==> src/hdl/ctrl_pkg.sv <==
/* Shared constants and the instruction word type for the RV32 decode stage
   RV32I + M + machine-mode SYSTEM only; F/D, A and RV64 encodings are not defined */
`default_nettype none

package ctrl_pkg;

  localparam int INSTR_W    = 32;
  localparam int ALU_CTRL_W = 4;
  localparam int WB_SEL_W   = 3;
  localparam int IMM_SEL_W  = 3;
  localparam int MD_OP_W    = 3;  // Carries funct3 of MUL/DIV/REM

  // Base opcodes, bits [6:0]
  localparam logic [6:0] OP_LUI    = 7'b0110111;
  localparam logic [6:0] OP_AUIPC  = 7'b0010111;
  localparam logic [6:0] OP_JAL    = 7'b1101111;
  localparam logic [6:0] OP_JALR   = 7'b1100111;
  localparam logic [6:0] OP_BRANCH = 7'b1100011;
  localparam logic [6:0] OP_LOAD   = 7'b0000011;
  localparam logic [6:0] OP_STORE  = 7'b0100011;
  localparam logic [6:0] OP_IMM    = 7'b0010011;
  localparam logic [6:0] OP_OP     = 7'b0110011;
  localparam logic [6:0] OP_FENCE  = 7'b0001111;
  localparam logic [6:0] OP_SYSTEM = 7'b1110011;

  // ALU operation codes
  localparam logic [ALU_CTRL_W-1:0] ALU_ADD  = 4'd0;
  localparam logic [ALU_CTRL_W-1:0] ALU_SUB  = 4'd1;
  localparam logic [ALU_CTRL_W-1:0] ALU_SLL  = 4'd2;
  localparam logic [ALU_CTRL_W-1:0] ALU_SLT  = 4'd3;
  localparam logic [ALU_CTRL_W-1:0] ALU_SLTU = 4'd4;
  localparam logic [ALU_CTRL_W-1:0] ALU_XOR  = 4'd5;
  localparam logic [ALU_CTRL_W-1:0] ALU_SRL  = 4'd6;
  localparam logic [ALU_CTRL_W-1:0] ALU_SRA  = 4'd7;
  localparam logic [ALU_CTRL_W-1:0] ALU_OR   = 4'd8;
  localparam logic [ALU_CTRL_W-1:0] ALU_AND  = 4'd9;

  // Write-back source
  localparam logic [WB_SEL_W-1:0] WB_ALU = 3'd0;
  localparam logic [WB_SEL_W-1:0] WB_MEM = 3'd1;
  localparam logic [WB_SEL_W-1:0] WB_PC4 = 3'd2;  // Link address
  localparam logic [WB_SEL_W-1:0] WB_CSR = 3'd3;
  localparam logic [WB_SEL_W-1:0] WB_MD  = 3'd4;  // Mul/div unit

  // Immediate formats
  localparam logic [IMM_SEL_W-1:0] IMM_I = 3'd0;
  localparam logic [IMM_SEL_W-1:0] IMM_S = 3'd1;
  localparam logic [IMM_SEL_W-1:0] IMM_B = 3'd2;
  localparam logic [IMM_SEL_W-1:0] IMM_U = 3'd3;
  localparam logic [IMM_SEL_W-1:0] IMM_J = 3'd4;

  localparam logic [6:0]  FUNCT7_MULDIV = 7'b0000001;
  localparam logic [11:0] IMM12_ECALL   = 12'h000;
  localparam logic [11:0] IMM12_EBREAK  = 12'h001;
  localparam logic [11:0] IMM12_MRET    = 12'h302;

  // One word, two views; field ranges follow instruction bit numbers
  typedef union packed {
    struct packed {
      logic [INSTR_W-1:25] funct7;
      logic [24:20]        rs2;
      logic [19:15]        rs1;
      logic [14:12]        funct3;
      logic [11:7]         rd;
      logic [6:0]          opcode;
    } r;
    struct packed {
      logic [INSTR_W-1:20] imm12;  // Also CSR address / SYSTEM function
      logic [19:15]        rs1;
      logic [14:12]        funct3;
      logic [11:7]         rd;
      logic [6:0]          opcode;
    } i;
  } instr_u;

endpackage

`default_nettype wire

==> src/hdl/alu_op_decode.sv <==
/* ALU and M-extension operation decode from funct3/funct7
   Caller qualifies with is_reg_op; opcode is never seen here */
`default_nettype none

module alu_op_decode (
  input  logic [2:0]                       funct3,
  input  logic [6:0]                       funct7,
  input  logic                             is_reg_op,   // OP form, else OP-IMM
  output logic [ctrl_pkg::ALU_CTRL_W-1:0]  alu_ctrl,
  output logic                             mul_div_en,
  output logic [ctrl_pkg::MD_OP_W-1:0]     mul_div_op
);

  import ctrl_pkg::*;

  logic [ALU_CTRL_W-1:0] base_ctrl;  // Plain integer op
  logic                  is_md;

  assign is_md = is_reg_op && (funct7 == FUNCT7_MULDIV);

  always_comb begin
    case (funct3)
      3'b000: begin
        if (is_reg_op && funct7[5])
          base_ctrl = ALU_SUB;       // Only R-type has SUB
        else
          base_ctrl = ALU_ADD;
      end
      3'b001: base_ctrl = ALU_SLL;
      3'b010: base_ctrl = ALU_SLT;
      3'b011: base_ctrl = ALU_SLTU;
      3'b100: base_ctrl = ALU_XOR;
      3'b101: begin
        if (funct7[5])               // SRAI uses imm[10] as well
          base_ctrl = ALU_SRA;
        else
          base_ctrl = ALU_SRL;
      end
      3'b110: base_ctrl = ALU_OR;
      3'b111: base_ctrl = ALU_AND;
      default: base_ctrl = ALU_ADD;
    endcase
  end

  // M-unit takes over; ALU just passes operands
  assign mul_div_en = is_md;
  assign mul_div_op = is_md ? funct3 : '0;  // MUL..REMU in funct3 order
  assign alu_ctrl   = is_md ? ALU_ADD : base_ctrl;

endmodule

`default_nettype wire

==> src/hdl/system_decode.sv <==
/* SYSTEM-opcode field decode for Zicsr, ECALL, EBREAK and MRET
   Caller qualifies with the opcode; WFI, SRET and others count as illegal */
`default_nettype none

module system_decode (
  input  logic [2:0]  funct3,
  input  logic [11:0] imm12,
  input  logic [4:0]  rs1,
  input  logic [4:0]  rd,
  output logic        csr_we,
  output logic        csr_src,    // 1 = zimm in rs1 field
  output logic        is_csr,
  output logic        mret,
  output logic        sys_legal
);

  import ctrl_pkg::*;

  logic priv_form;  // funct3 zero with rs1/rd zero
  logic is_ecall;
  logic is_ebreak;

  // funct3 of 4 is reserved in SYSTEM
  assign is_csr = (funct3 != 3'b000) && (funct3 != 3'b100);

  assign csr_we  = is_csr;          // Write suppression for rs1=x0 left to the core
  assign csr_src = is_csr & funct3[2];

  assign priv_form = (funct3 == 3'b000) && (rs1 == 5'd0) && (rd == 5'd0);

  assign is_ecall  = priv_form && (imm12 == IMM12_ECALL);
  assign is_ebreak = priv_form && (imm12 == IMM12_EBREAK);
  assign mret      = priv_form && (imm12 == IMM12_MRET);

  // Anything not matched above traps as illegal
  assign sys_legal = is_csr | is_ecall | is_ebreak | mret;

endmodule

`default_nettype wire

==> src/hdl/main_control.sv <==
/* Combinational main control for RV32IM plus machine-mode SYSTEM
   Unlisted opcodes, including F/D, A and RV64 forms, raise only illegal_inst */
`default_nettype none

module main_control (
  input  ctrl_pkg::instr_u                 instr,
  output logic                             reg_write,
  output logic                             mem_read,
  output logic                             mem_write,
  output logic                             branch,
  output logic                             jump,
  output logic                             alu_src,     // 1 = immediate operand
  output logic                             csr_we,
  output logic                             csr_src,
  output logic                             mul_div_en,
  output logic                             illegal_inst,
  output logic [ctrl_pkg::ALU_CTRL_W-1:0]  alu_ctrl,
  output logic [ctrl_pkg::WB_SEL_W-1:0]    wb_sel,
  output logic [ctrl_pkg::IMM_SEL_W-1:0]   imm_sel,
  output logic [ctrl_pkg::MD_OP_W-1:0]     mul_div_op
);

  import ctrl_pkg::*;

  logic                  is_reg_op;
  logic [ALU_CTRL_W-1:0] op_alu_ctrl;
  logic                  op_md_en;
  logic [MD_OP_W-1:0]    op_md_op;
  logic                  sys_csr_we;
  logic                  sys_csr_src;
  logic                  sys_is_csr;
  logic                  sys_mret;
  logic                  sys_legal;

  assign is_reg_op = (instr.r.opcode == OP_OP);

  alu_op_decode i_alu_op_decode (
    .funct3     (instr.r.funct3),
    .funct7     (instr.r.funct7),
    .is_reg_op  (is_reg_op),
    .alu_ctrl   (op_alu_ctrl),
    .mul_div_en (op_md_en),
    .mul_div_op (op_md_op)
  );

  system_decode i_system_decode (
    .funct3    (instr.i.funct3),
    .imm12     (instr.i.imm12),
    .rs1       (instr.i.rs1),
    .rd        (instr.i.rd),
    .csr_we    (sys_csr_we),
    .csr_src   (sys_csr_src),
    .is_csr    (sys_is_csr),
    .mret      (sys_mret),
    .sys_legal (sys_legal)
  );

  always_comb begin
    // All-zero defaults
    reg_write    = 1'b0;
    mem_read     = 1'b0;
    mem_write    = 1'b0;
    branch       = 1'b0;
    jump         = 1'b0;
    alu_src      = 1'b0;
    csr_we       = 1'b0;
    csr_src      = 1'b0;
    mul_div_en   = 1'b0;
    illegal_inst = 1'b0;
    alu_ctrl     = ALU_ADD;
    wb_sel       = WB_ALU;
    imm_sel      = IMM_I;
    mul_div_op   = '0;

    case (instr.r.opcode)
      OP_LUI, OP_AUIPC: begin      // 0 + imm or PC + imm, chosen in the datapath
        reg_write = 1'b1;
        alu_src   = 1'b1;
        imm_sel   = IMM_U;
      end
      OP_JAL: begin
        reg_write = 1'b1;
        jump      = 1'b1;
        wb_sel    = WB_PC4;
        imm_sel   = IMM_J;
      end
      OP_JALR: begin               // Target is rs1 + imm
        reg_write = 1'b1;
        jump      = 1'b1;
        alu_src   = 1'b1;
        wb_sel    = WB_PC4;
      end
      OP_BRANCH: begin
        branch   = 1'b1;
        alu_ctrl = ALU_SUB;        // Compare via subtract
        imm_sel  = IMM_B;
      end
      OP_LOAD: begin
        reg_write = 1'b1;
        mem_read  = 1'b1;
        alu_src   = 1'b1;          // Address = rs1 + offset
        wb_sel    = WB_MEM;
      end
      OP_STORE: begin
        mem_write = 1'b1;
        alu_src   = 1'b1;
        imm_sel   = IMM_S;
      end
      OP_IMM: begin
        reg_write = 1'b1;
        alu_src   = 1'b1;
        alu_ctrl  = op_alu_ctrl;
      end
      OP_OP: begin
        reg_write  = 1'b1;
        alu_ctrl   = op_alu_ctrl;
        mul_div_en = op_md_en;
        mul_div_op = op_md_op;
        wb_sel     = op_md_en ? WB_MD : WB_ALU;
      end
      OP_FENCE: ;                  // No-op here, no caches to order
      OP_SYSTEM: begin
        if (sys_legal) begin
          reg_write = sys_is_csr;  // Old CSR value to rd
          csr_we    = sys_csr_we;
          csr_src   = sys_csr_src;
          wb_sel    = sys_is_csr ? WB_CSR : WB_ALU;
          jump      = sys_mret;    // Return through mepc
        end else begin
          illegal_inst = 1'b1;
        end
      end
      default: illegal_inst = 1'b1;
    endcase
  end

endmodule

`default_nettype wire

==> src/hdl/ctrl_stage.sv <==
/* One-entry valid/ready register for the decoded control set
   Full throughput with out_ready high; payload clears on reset as well */
`default_nettype none

module ctrl_stage (
  input  logic                             clk,
  input  logic                             rst_n,
  input  logic                             in_valid,
  output logic                             in_ready,
  input  logic                             dec_reg_write,
  input  logic                             dec_mem_read,
  input  logic                             dec_mem_write,
  input  logic                             dec_branch,
  input  logic                             dec_jump,
  input  logic                             dec_alu_src,
  input  logic                             dec_csr_we,
  input  logic                             dec_csr_src,
  input  logic                             dec_mul_div_en,
  input  logic                             dec_illegal_inst,
  input  logic [ctrl_pkg::ALU_CTRL_W-1:0]  dec_alu_ctrl,
  input  logic [ctrl_pkg::WB_SEL_W-1:0]    dec_wb_sel,
  input  logic [ctrl_pkg::IMM_SEL_W-1:0]   dec_imm_sel,
  input  logic [ctrl_pkg::MD_OP_W-1:0]     dec_mul_div_op,
  output logic                             out_valid,
  input  logic                             out_ready,
  output logic                             reg_write,
  output logic                             mem_read,
  output logic                             mem_write,
  output logic                             branch,
  output logic                             jump,
  output logic                             alu_src,
  output logic                             csr_we,
  output logic                             csr_src,
  output logic                             mul_div_en,
  output logic                             illegal_inst,
  output logic [ctrl_pkg::ALU_CTRL_W-1:0]  alu_ctrl,
  output logic [ctrl_pkg::WB_SEL_W-1:0]    wb_sel,
  output logic [ctrl_pkg::IMM_SEL_W-1:0]   imm_sel,
  output logic [ctrl_pkg::MD_OP_W-1:0]     mul_div_op
);

  logic accept;

  assign in_ready = !out_valid || out_ready;  // Empty, or slot drains this edge
  assign accept   = in_valid && in_ready;

  always_ff @(posedge clk) begin
    if (!rst_n) begin
      out_valid    <= 1'b0;
      reg_write    <= 1'b0;
      mem_read     <= 1'b0;
      mem_write    <= 1'b0;
      branch       <= 1'b0;
      jump         <= 1'b0;
      alu_src      <= 1'b0;
      csr_we       <= 1'b0;
      csr_src      <= 1'b0;
      mul_div_en   <= 1'b0;
      illegal_inst <= 1'b0;
      alu_ctrl     <= '0;
      wb_sel       <= '0;
      imm_sel      <= '0;
      mul_div_op   <= '0;
    end else if (accept) begin
      out_valid    <= 1'b1;
      reg_write    <= dec_reg_write;
      mem_read     <= dec_mem_read;
      mem_write    <= dec_mem_write;
      branch       <= dec_branch;
      jump         <= dec_jump;
      alu_src      <= dec_alu_src;
      csr_we       <= dec_csr_we;
      csr_src      <= dec_csr_src;
      mul_div_en   <= dec_mul_div_en;
      illegal_inst <= dec_illegal_inst;
      alu_ctrl     <= dec_alu_ctrl;
      wb_sel       <= dec_wb_sel;
      imm_sel      <= dec_imm_sel;
      mul_div_op   <= dec_mul_div_op;
    end else if (out_ready) begin
      out_valid <= 1'b0;  // Taken, nothing behind it
    end
  end

endmodule

`default_nettype wire

==> src/hdl/decode_top.sv <==
/* RV32 decode-control stage, instruction in and control set out
   One cycle latency, one instruction per cycle while out_ready stays high */
`default_nettype none

module decode_top (
  input  logic                             clk,
  input  logic                             rst_n,
  input  logic                             in_valid,
  output logic                             in_ready,
  input  ctrl_pkg::instr_u                 instr,
  output logic                             out_valid,
  input  logic                             out_ready,
  output logic                             reg_write,
  output logic                             mem_read,
  output logic                             mem_write,
  output logic                             branch,
  output logic                             jump,
  output logic                             alu_src,
  output logic                             csr_we,
  output logic                             csr_src,
  output logic                             mul_div_en,
  output logic                             illegal_inst,
  output logic [ctrl_pkg::ALU_CTRL_W-1:0]  alu_ctrl,
  output logic [ctrl_pkg::WB_SEL_W-1:0]    wb_sel,
  output logic [ctrl_pkg::IMM_SEL_W-1:0]   imm_sel,
  output logic [ctrl_pkg::MD_OP_W-1:0]     mul_div_op
);

  import ctrl_pkg::*;

  // Combinational decode, before the register
  logic                  dec_reg_write;
  logic                  dec_mem_read;
  logic                  dec_mem_write;
  logic                  dec_branch;
  logic                  dec_jump;
  logic                  dec_alu_src;
  logic                  dec_csr_we;
  logic                  dec_csr_src;
  logic                  dec_mul_div_en;
  logic                  dec_illegal_inst;
  logic [ALU_CTRL_W-1:0] dec_alu_ctrl;
  logic [WB_SEL_W-1:0]   dec_wb_sel;
  logic [IMM_SEL_W-1:0]  dec_imm_sel;
  logic [MD_OP_W-1:0]    dec_mul_div_op;

  main_control i_main_control (
    .instr        (instr),
    .reg_write    (dec_reg_write),
    .mem_read     (dec_mem_read),
    .mem_write    (dec_mem_write),
    .branch       (dec_branch),
    .jump         (dec_jump),
    .alu_src      (dec_alu_src),
    .csr_we       (dec_csr_we),
    .csr_src      (dec_csr_src),
    .mul_div_en   (dec_mul_div_en),
    .illegal_inst (dec_illegal_inst),
    .alu_ctrl     (dec_alu_ctrl),
    .wb_sel       (dec_wb_sel),
    .imm_sel      (dec_imm_sel),
    .mul_div_op   (dec_mul_div_op)
  );

  ctrl_stage i_ctrl_stage (
    .clk              (clk),
    .rst_n            (rst_n),
    .in_valid         (in_valid),
    .in_ready         (in_ready),
    .dec_reg_write    (dec_reg_write),
    .dec_mem_read     (dec_mem_read),
    .dec_mem_write    (dec_mem_write),
    .dec_branch       (dec_branch),
    .dec_jump         (dec_jump),
    .dec_alu_src      (dec_alu_src),
    .dec_csr_we       (dec_csr_we),
    .dec_csr_src      (dec_csr_src),
    .dec_mul_div_en   (dec_mul_div_en),
    .dec_illegal_inst (dec_illegal_inst),
    .dec_alu_ctrl     (dec_alu_ctrl),
    .dec_wb_sel       (dec_wb_sel),
    .dec_imm_sel      (dec_imm_sel),
    .dec_mul_div_op   (dec_mul_div_op),
    .out_valid        (out_valid),
    .out_ready        (out_ready),
    .reg_write        (reg_write),
    .mem_read         (mem_read),
    .mem_write        (mem_write),
    .branch           (branch),
    .jump             (jump),
    .alu_src          (alu_src),
    .csr_we           (csr_we),
    .csr_src          (csr_src),
    .mul_div_en       (mul_div_en),
    .illegal_inst     (illegal_inst),
    .alu_ctrl         (alu_ctrl),
    .wb_sel           (wb_sel),
    .imm_sel          (imm_sel),
    .mul_div_op       (mul_div_op)
  );

endmodule

`default_nettype wire

==> config.mk <==
export PLATFORM = sky130hd
export DESIGN_NAME = decode_top
export DESIGN_NICKNAME = d
export VERILOG_FILES = /design/src/hdl/ctrl_pkg.sv /design/src/hdl/alu_op_decode.sv /design/src/hdl/system_decode.sv /design/src/hdl/main_control.sv /design/src/hdl/ctrl_stage.sv /design/src/hdl/decode_top.sv
export SDC_FILE = /design/constraint.sdc
export NUM_CORES = 1
export LEC_CHECK = 0
export BUFFER_PORTS_ARGS = -buffer_cell sky130_fd_sc_hd__buf_2
export CAP_MARGIN = 20
export CELL_PAD_IN_SITES_DETAIL_PLACEMENT = 0
export CELL_PAD_IN_SITES_GLOBAL_PLACEMENT = 1
export CORE_ASPECT_RATIO = 0.75
export CORE_MARGIN = 2
export CORE_UTILIZATION = 34
export DETAILED_ROUTE_END_ITERATION = 12
export PLACE_DENSITY = 0.79
export SYNTH_ARGS = -nofsm -noshare
export SYNTH_HDL_FRONTEND = slang
export SYNTH_SLANG_ARGS = --single-unit
==> constraint.sdc <==
create_clock -name clk -period 3.6 [get_ports clk]
set_input_delay 0 -clock clk [delete_from_list [all_inputs] [get_ports clk]]
set_output_delay 0 -clock clk [all_outputs]
set_load 0.02 [all_outputs]
Yosys cells after proc, flatten, opt, wreduce, memory -nomap -nowiden
Index checks and enable logic that the tools add are counted.
Cells by class
  reduce and logical (&&, ||, !) cells: 23
  mux-type cells: 28
  bitwise gates (word level): 4
  eq/ne operators: 22
Operator list (number)
  $pmux W4 S8: 1
  $eq A7 B7 Y1 const B: 4
  $pmux W3 S4: 2
  $eq A7 B6 Y1 const B: 3
  $mux W1: 15
  $eq A7 B5 Y1 const B: 2
  $eq A12 B1 Y1 const B: 1
  $eq A12 B10 Y1 const B: 1
  $eq A3 B3 Y1 const B: 4
  $logic_not A12 Y1: 1
  $mux W3: 4
  $logic_not A5 Y1: 2
  $reduce_or A10 Y1: 1
  $logic_and A1 B1 Y1: 9
  $pmux W4 S2: 1
  $eq A7 B1 Y1 const B: 1
  $eq A7 B2 Y1 const B: 1
  $eq A7 B4 Y1 const B: 1
  $reduce_or A7 Y1: 1
  $eq A3 B2 Y1 const B: 2
  $pmux W1 S2: 3
  $reduce_or A2 Y1: 3
  $reduce_or A6 Y1: 1
  $mux W4: 1
  10 further kinds: 12
Word-level totals
  word-level logic and storage cells: 92
  bits in registers: 24
  output and inout port bits: 25
  bits of input ports: 36

Longest topological paths before layout
  depth after elaboration: 9
  gate-level depth with buffers: 6
  depth with buffers taken out: 5

Hierarchy
A second synthesis with hierarchy kept.
Unflattened totals
  cell total of the unflattened synthesis: 202
  area total of the unflattened synthesis: 1612.8 µm²
By module, submodules not included
  ctrl_stage: seq. area each 480.5 µm², area each 989.7 µm², cells an instance 105, times used 1
  main_control: seq. area each 0.0 µm², area each 380.4 µm², cells an instance 60, times used 1
  alu_op_decode: seq. area each 0.0 µm², area each 133.9 µm², cells an instance 23, times used 1
  system_decode: seq. area each 0.0 µm², area each 108.9 µm², cells an instance 14, times used 1

Worst setup path after synthesis
OpenSTA, ideal clock, no wires.
  path type: register -> register
  from: register i_ctrl_stage.out_valid
  to: register i_ctrl_stage.reg_write
  required time: 3.468 ns
  arrival: 1.469 ns
  stages on the path, launching flop included: 7
  path slack: 1.999 ns
  path buffers: 1
  cells stage by stage: dfxtp_1 -> nor2b_1 -> inv_2 -> and2_1 -> clkbuf_1 -> o21ai_0 -> a31oi_1
On the way
  word-level cells in the longest chain between the ends: 3
Ends and longest elaborated chain
  start, declared: line ctrl_stage.sv:24  | output logic out_valid,
  start signal, assigned: line ctrl_stage.sv:49  | out_valid <= 1'b0;
  start signal, assigned: line ctrl_stage.sv:65  | out_valid <= 1'b1;
  start signal, assigned: line ctrl_stage.sv:81  | out_valid <= 1'b0;
  $logic_not A1 Y1: line ctrl_stage.sv:44  | assign in_ready = !out_valid || out_ready;
  $logic_or A1 B1 Y1: line ctrl_stage.sv:44
  via in_ready: line decode_top.sv:9  | output logic in_ready,
  $logic_and A1 B1 Y1: line ctrl_stage.sv:45  | assign accept = in_valid && in_ready;
  end signal, assigned: line ctrl_stage.sv:66  | reg_write <= dec_reg_write;
  end, declared: line ctrl_stage.sv:26  | output logic reg_write,
The timed path passes the listed nets, and every way through them passes these cells.
A chain may end at the register's enable or synchronous reset.

Worst setup path in the final report
  from: register i_ctrl_stage.out_valid
  to: register i_ctrl_stage.illegal_inst
On the way
  word-level cells in the longest chain between the ends: 3
Ends and longest elaborated chain
  $logic_not A1 Y1: line ctrl_stage.sv:44
  $logic_or A1 B1 Y1: line ctrl_stage.sv:44
  $logic_and A1 B1 Y1: line ctrl_stage.sv:45
  end signal, assigned: line ctrl_stage.sv:75  | illegal_inst <= dec_illegal_inst;
  end, declared: line ctrl_stage.sv:35  | output logic illegal_inst,
No other way between the ends.

==> metrics.log <==
[metrics] final core utilization: 45.3%
[metrics] nature of the critical path startpoint: flop
[metrics] post-DR vias/cell: 5.32
[metrics] sequential fraction of the synthesis area: 38.1%
[metrics] die width: about 74 um
[metrics] unrepaired setup endpoints after global routing: no
[metrics] antenna violations before repair: 0
[metrics] sum of net half-perimeters after detailed placement: 2780 um
[metrics] data required time at the worst endpoint: 3.76 ns
[metrics] Synth warnings: 0
[metrics] biggest area consumer among synthesized cells: sky130_fd_sc_hd__dfxtp_1
[metrics] setup violators final: 0
[metrics] area growth from synthesis to layout: 29.7%
[metrics] Nets: 243
[metrics] number of CTS-inserted buffers: 3
[metrics] max layer used: met3
[metrics] slew at the pin closest to its max-slew limit: roughly 0.74 ns
[metrics] CP Max Fanout: 23
[metrics] ranking of synthesized cells by instance count: sky130_fd_sc_hd__dfxtp_1 (24), sky130_fd_sc_hd__nand2_1 (17), sky130_fd_sc_hd__nor2_1 (13)
[metrics] PwrDens: 335 nW/um^2
[metrics] GRT Residual Overflow: 0
[metrics] final antenna-violating net count: 0
[metrics] H-tree depth: 1
[metrics] Post-synth EDFFs: 0
[metrics] post-route insts no fill: 258
[metrics] global-route wire length before repair: 5650 um
[metrics] Routability Congestion: roughly 0.85
[metrics] total clock sinks: 24
[metrics] final max-slew violation count: 0
[metrics] setup clock skew after layout: 0.00365 ns
[metrics] Critical Path Sink Type: flop
[metrics] Unique masters post-synth: 40
[metrics] pin count of the biggest net entering global routing: 24
[metrics] min cycle time layout: 1.89 ns
[metrics] worst-case vdd ir drop: 0.257 mV
[metrics] Post CTS Setup Buffer Count: 0
[metrics] placed cell count: 254
[metrics] result of the run: completed
[metrics] Sequential Area: 480 um^2
[metrics] slowest library cell on the worst path: sky130_fd_sc_hd__nand2_1
[metrics] clock latency on the worst-skew pair: 0.26 ns
[metrics] DIE AREA: about 4200 um^2
[metrics] Static Leakage: 0.000684 uW
[metrics] total count of hold-check failures in the final report: 0
[metrics] classification of the worst setup path: reg2reg
[metrics] crit-path max cell delay: 0.57 ns
[metrics] Top Ports: 61
[metrics] number of buffers between clock root and the deepest sink: 2
[metrics] via count of the first global-routing pass: 1245
[metrics] met2 layer wire length in the routed design: 1640 um
[metrics] # Max-Cap Violations: 0
[metrics] quantity of hold-fixing buffers added after cts: 0
[metrics] Netlist Area Pre-Place: 1260 um^2
[metrics] post-synthesis register bit count: 24
[metrics] fraction of final layout cells sized beyond drive strength 1: 34.5%
[metrics] Synth area leaders: sky130_fd_sc_hd__dfxtp_1 (38%), sky130_fd_sc_hd__nand2_1 (5.1%), sky130_fd_sc_hd__a21oi_1 (4.4%)
[metrics] starting density of the core: a little over a third
[metrics] number of design-rule violations left by the first detailed-router iteration: 79
[metrics] setup tns final: 0 ns
[metrics] GRT Resource Usage Total: 17.3%
[metrics] num rows: 19
[metrics] footprint of the multi-input gates: just over 700 um^2
[metrics] Hold Crit Class: in2reg
[metrics] ordered list of cells on the worst path: nor2b_1 -> inv_2 -> nand2_1 -> nor4_1 -> a211o_1
[metrics] most common cell in the netlist: sky130_fd_sc_hd__dfxtp_1
[metrics] Initial DRT Pass Iterations: 4
[metrics] placeable core region: roughly 3600 um^2
[metrics] post-DR wirelength/cell: 14.0 um
[metrics] Ant. Diodes: 0
[metrics] routed vias: 1373
[metrics] clock root cell: sky130_fd_sc_hd__clkbuf_8
[metrics] final cell area excluding filler cells: 1640 um^2
[metrics] crit share post-route: a little over half
[metrics] cells resized by post-CTS repair: 0
[metrics] Worst EP arrival: 2.06 ns
[metrics] number of nets produced by synthesis: roughly 190
[metrics] post-synthesis cell count: 153
[metrics] Clock Pin Slew Worst Setup and Hold Paths: 0.08 ns
[metrics] share of synthesized registers carrying an async set or reset: 0%
[metrics] fill cell count: 403
[metrics] Most used DFF post-synth: sky130_fd_sc_hd__dfxtp_1
[metrics] I/O Buffers: 60
[metrics] die height: 56.7 um
[metrics] share of the synthesized area in the top cell type: 38.1%
[metrics] Total Wirelength: 3600 um
[metrics] remaining routing DRC violations: 0
[metrics] Met1 Routed Length: roughly 1700 um
[metrics] met3 wirelength from detailed routing: 245 um
[metrics] dpl cell area: 1580 um^2
[metrics] Fmax achieved: 528 MHz
[metrics] Syn Area/Cell: 8.24 um^2
[metrics] max_slew headroom: 50.4%
[metrics] CTS tree: yes
cell type report:
class	count	share of cell area (%)
Clock buffer	4	3.37
Inverter	3	0.689
Multi-Input combinational cell	115	44.2
Sequential cell	24	29.4
Tap cell	52	3.98
Timing Repair Buffer	60	18.4
kinds of logic after synthesis:
| group | Yosys count | synth area share (%) |
|---|---|---|
| and+or+nand+nor | 75 | 35.4 |
| muxes | 1 | 0.794 |
| buffers and inverters | 14 | 4.56 |
| AOI/OAI and AO/OA | 39 | 21.1 |
| DFF | 24 | 38.1 |
worst max-delay path, delay by kind of cell (launching register included):
kind	cells	cell delay (ns)
AO/OA/AOI/OAI	1	0.31
AND/OR/NAND/NOR	3	1.06
buffers and inverters	1	0.09
flip-flops	1	0.33
sequential cells by signal, summed over array words and instances, names as in the netlist:
signal	flops
i_ctrl_stage.alu_ctrl	4
i_ctrl_stage.imm_sel	3
i_ctrl_stage.mul_div_op	3
i_ctrl_stage.wb_sel	3
i_ctrl_stage.alu_src	1
i_ctrl_stage.branch	1
i_ctrl_stage.csr_src	1
i_ctrl_stage.csr_we	1
i_ctrl_stage.illegal_inst	1
i_ctrl_stage.jump	1
i_ctrl_stage.mem_read	1
i_ctrl_stage.mem_write	1
i_ctrl_stage.mul_div_en	1
i_ctrl_stage.out_valid	1
i_ctrl_stage.reg_write	1
worst paths after layout:
check,end,startpoint,cells after the start,slack (ns)
setup reg to reg,i_ctrl_stage.illegal_inst$_SDFFE_PN0P_,i_ctrl_stage.out_valid$_SDFFE_PN0P_,5,1.71
setup / recovery,i_ctrl_stage.illegal_inst$_SDFFE_PN0P_,i_ctrl_stage.out_valid$_SDFFE_PN0P_,5,1.71
hold / removal,i_ctrl_stage.out_valid$_SDFFE_PN0P_,in_valid,3,0.05
hold reg to reg,i_ctrl_stage.wb_sel[2]$_SDFFE_PN0P_,i_ctrl_stage.wb_sel[2]$_SDFFE_PN0P_,2,0.45
metal layers:
layer  GRT usage, %  vias to the layer above
li1               -                      684
met1           23.7                      643
met2           26.9                       46
met3           5.39                        0
met4           3.06                        0
met5              0                        -
power by group:
| part | switching [uW] | leakage, uW | internal [uW] | total [uW] |
|---|---|---|---|---|
| logic | 56.5 | 0.000461 | 34.8 | 91.3 |
| clock network | 85.3 | 0.0000288 | 97.6 | 183 |
| registers | 3.08 | 0.000195 | 271 | 274 |
| total | 145 | 0.000684 | 403 | 548 |
per-stage QoR:
stage | setup WS [ns] | hold WS (ns) | power [uW]
after CTS | 1.72 | 0.0336 | 550
after detailed placement | 1.74 | 0.301 | 371
final | 1.71 | 0.0469 | 548
after global placement | 1.85 | 0.293 | 369
after global routing | 1.57 | 0.0600 | 571
after floorplan | 2.00 | 0.121 | 333
layout by cell type (no fill, tap or decap), drive strengths merged, types with 3 or more instances in the layout:
cell type,instances
a31oi,5
nor3,4
inv,3
nand2,17
nor4,6
nand3,7
and3,3
a32oi,3
nand4,4
a21oi,11
or3,3
nor2b,3
clkbuf,4
buf,60
dfxtp,24
nand3b,3
o21ai,10
nor2,13
No activity file was read; power rests on OpenSTA's default activity.
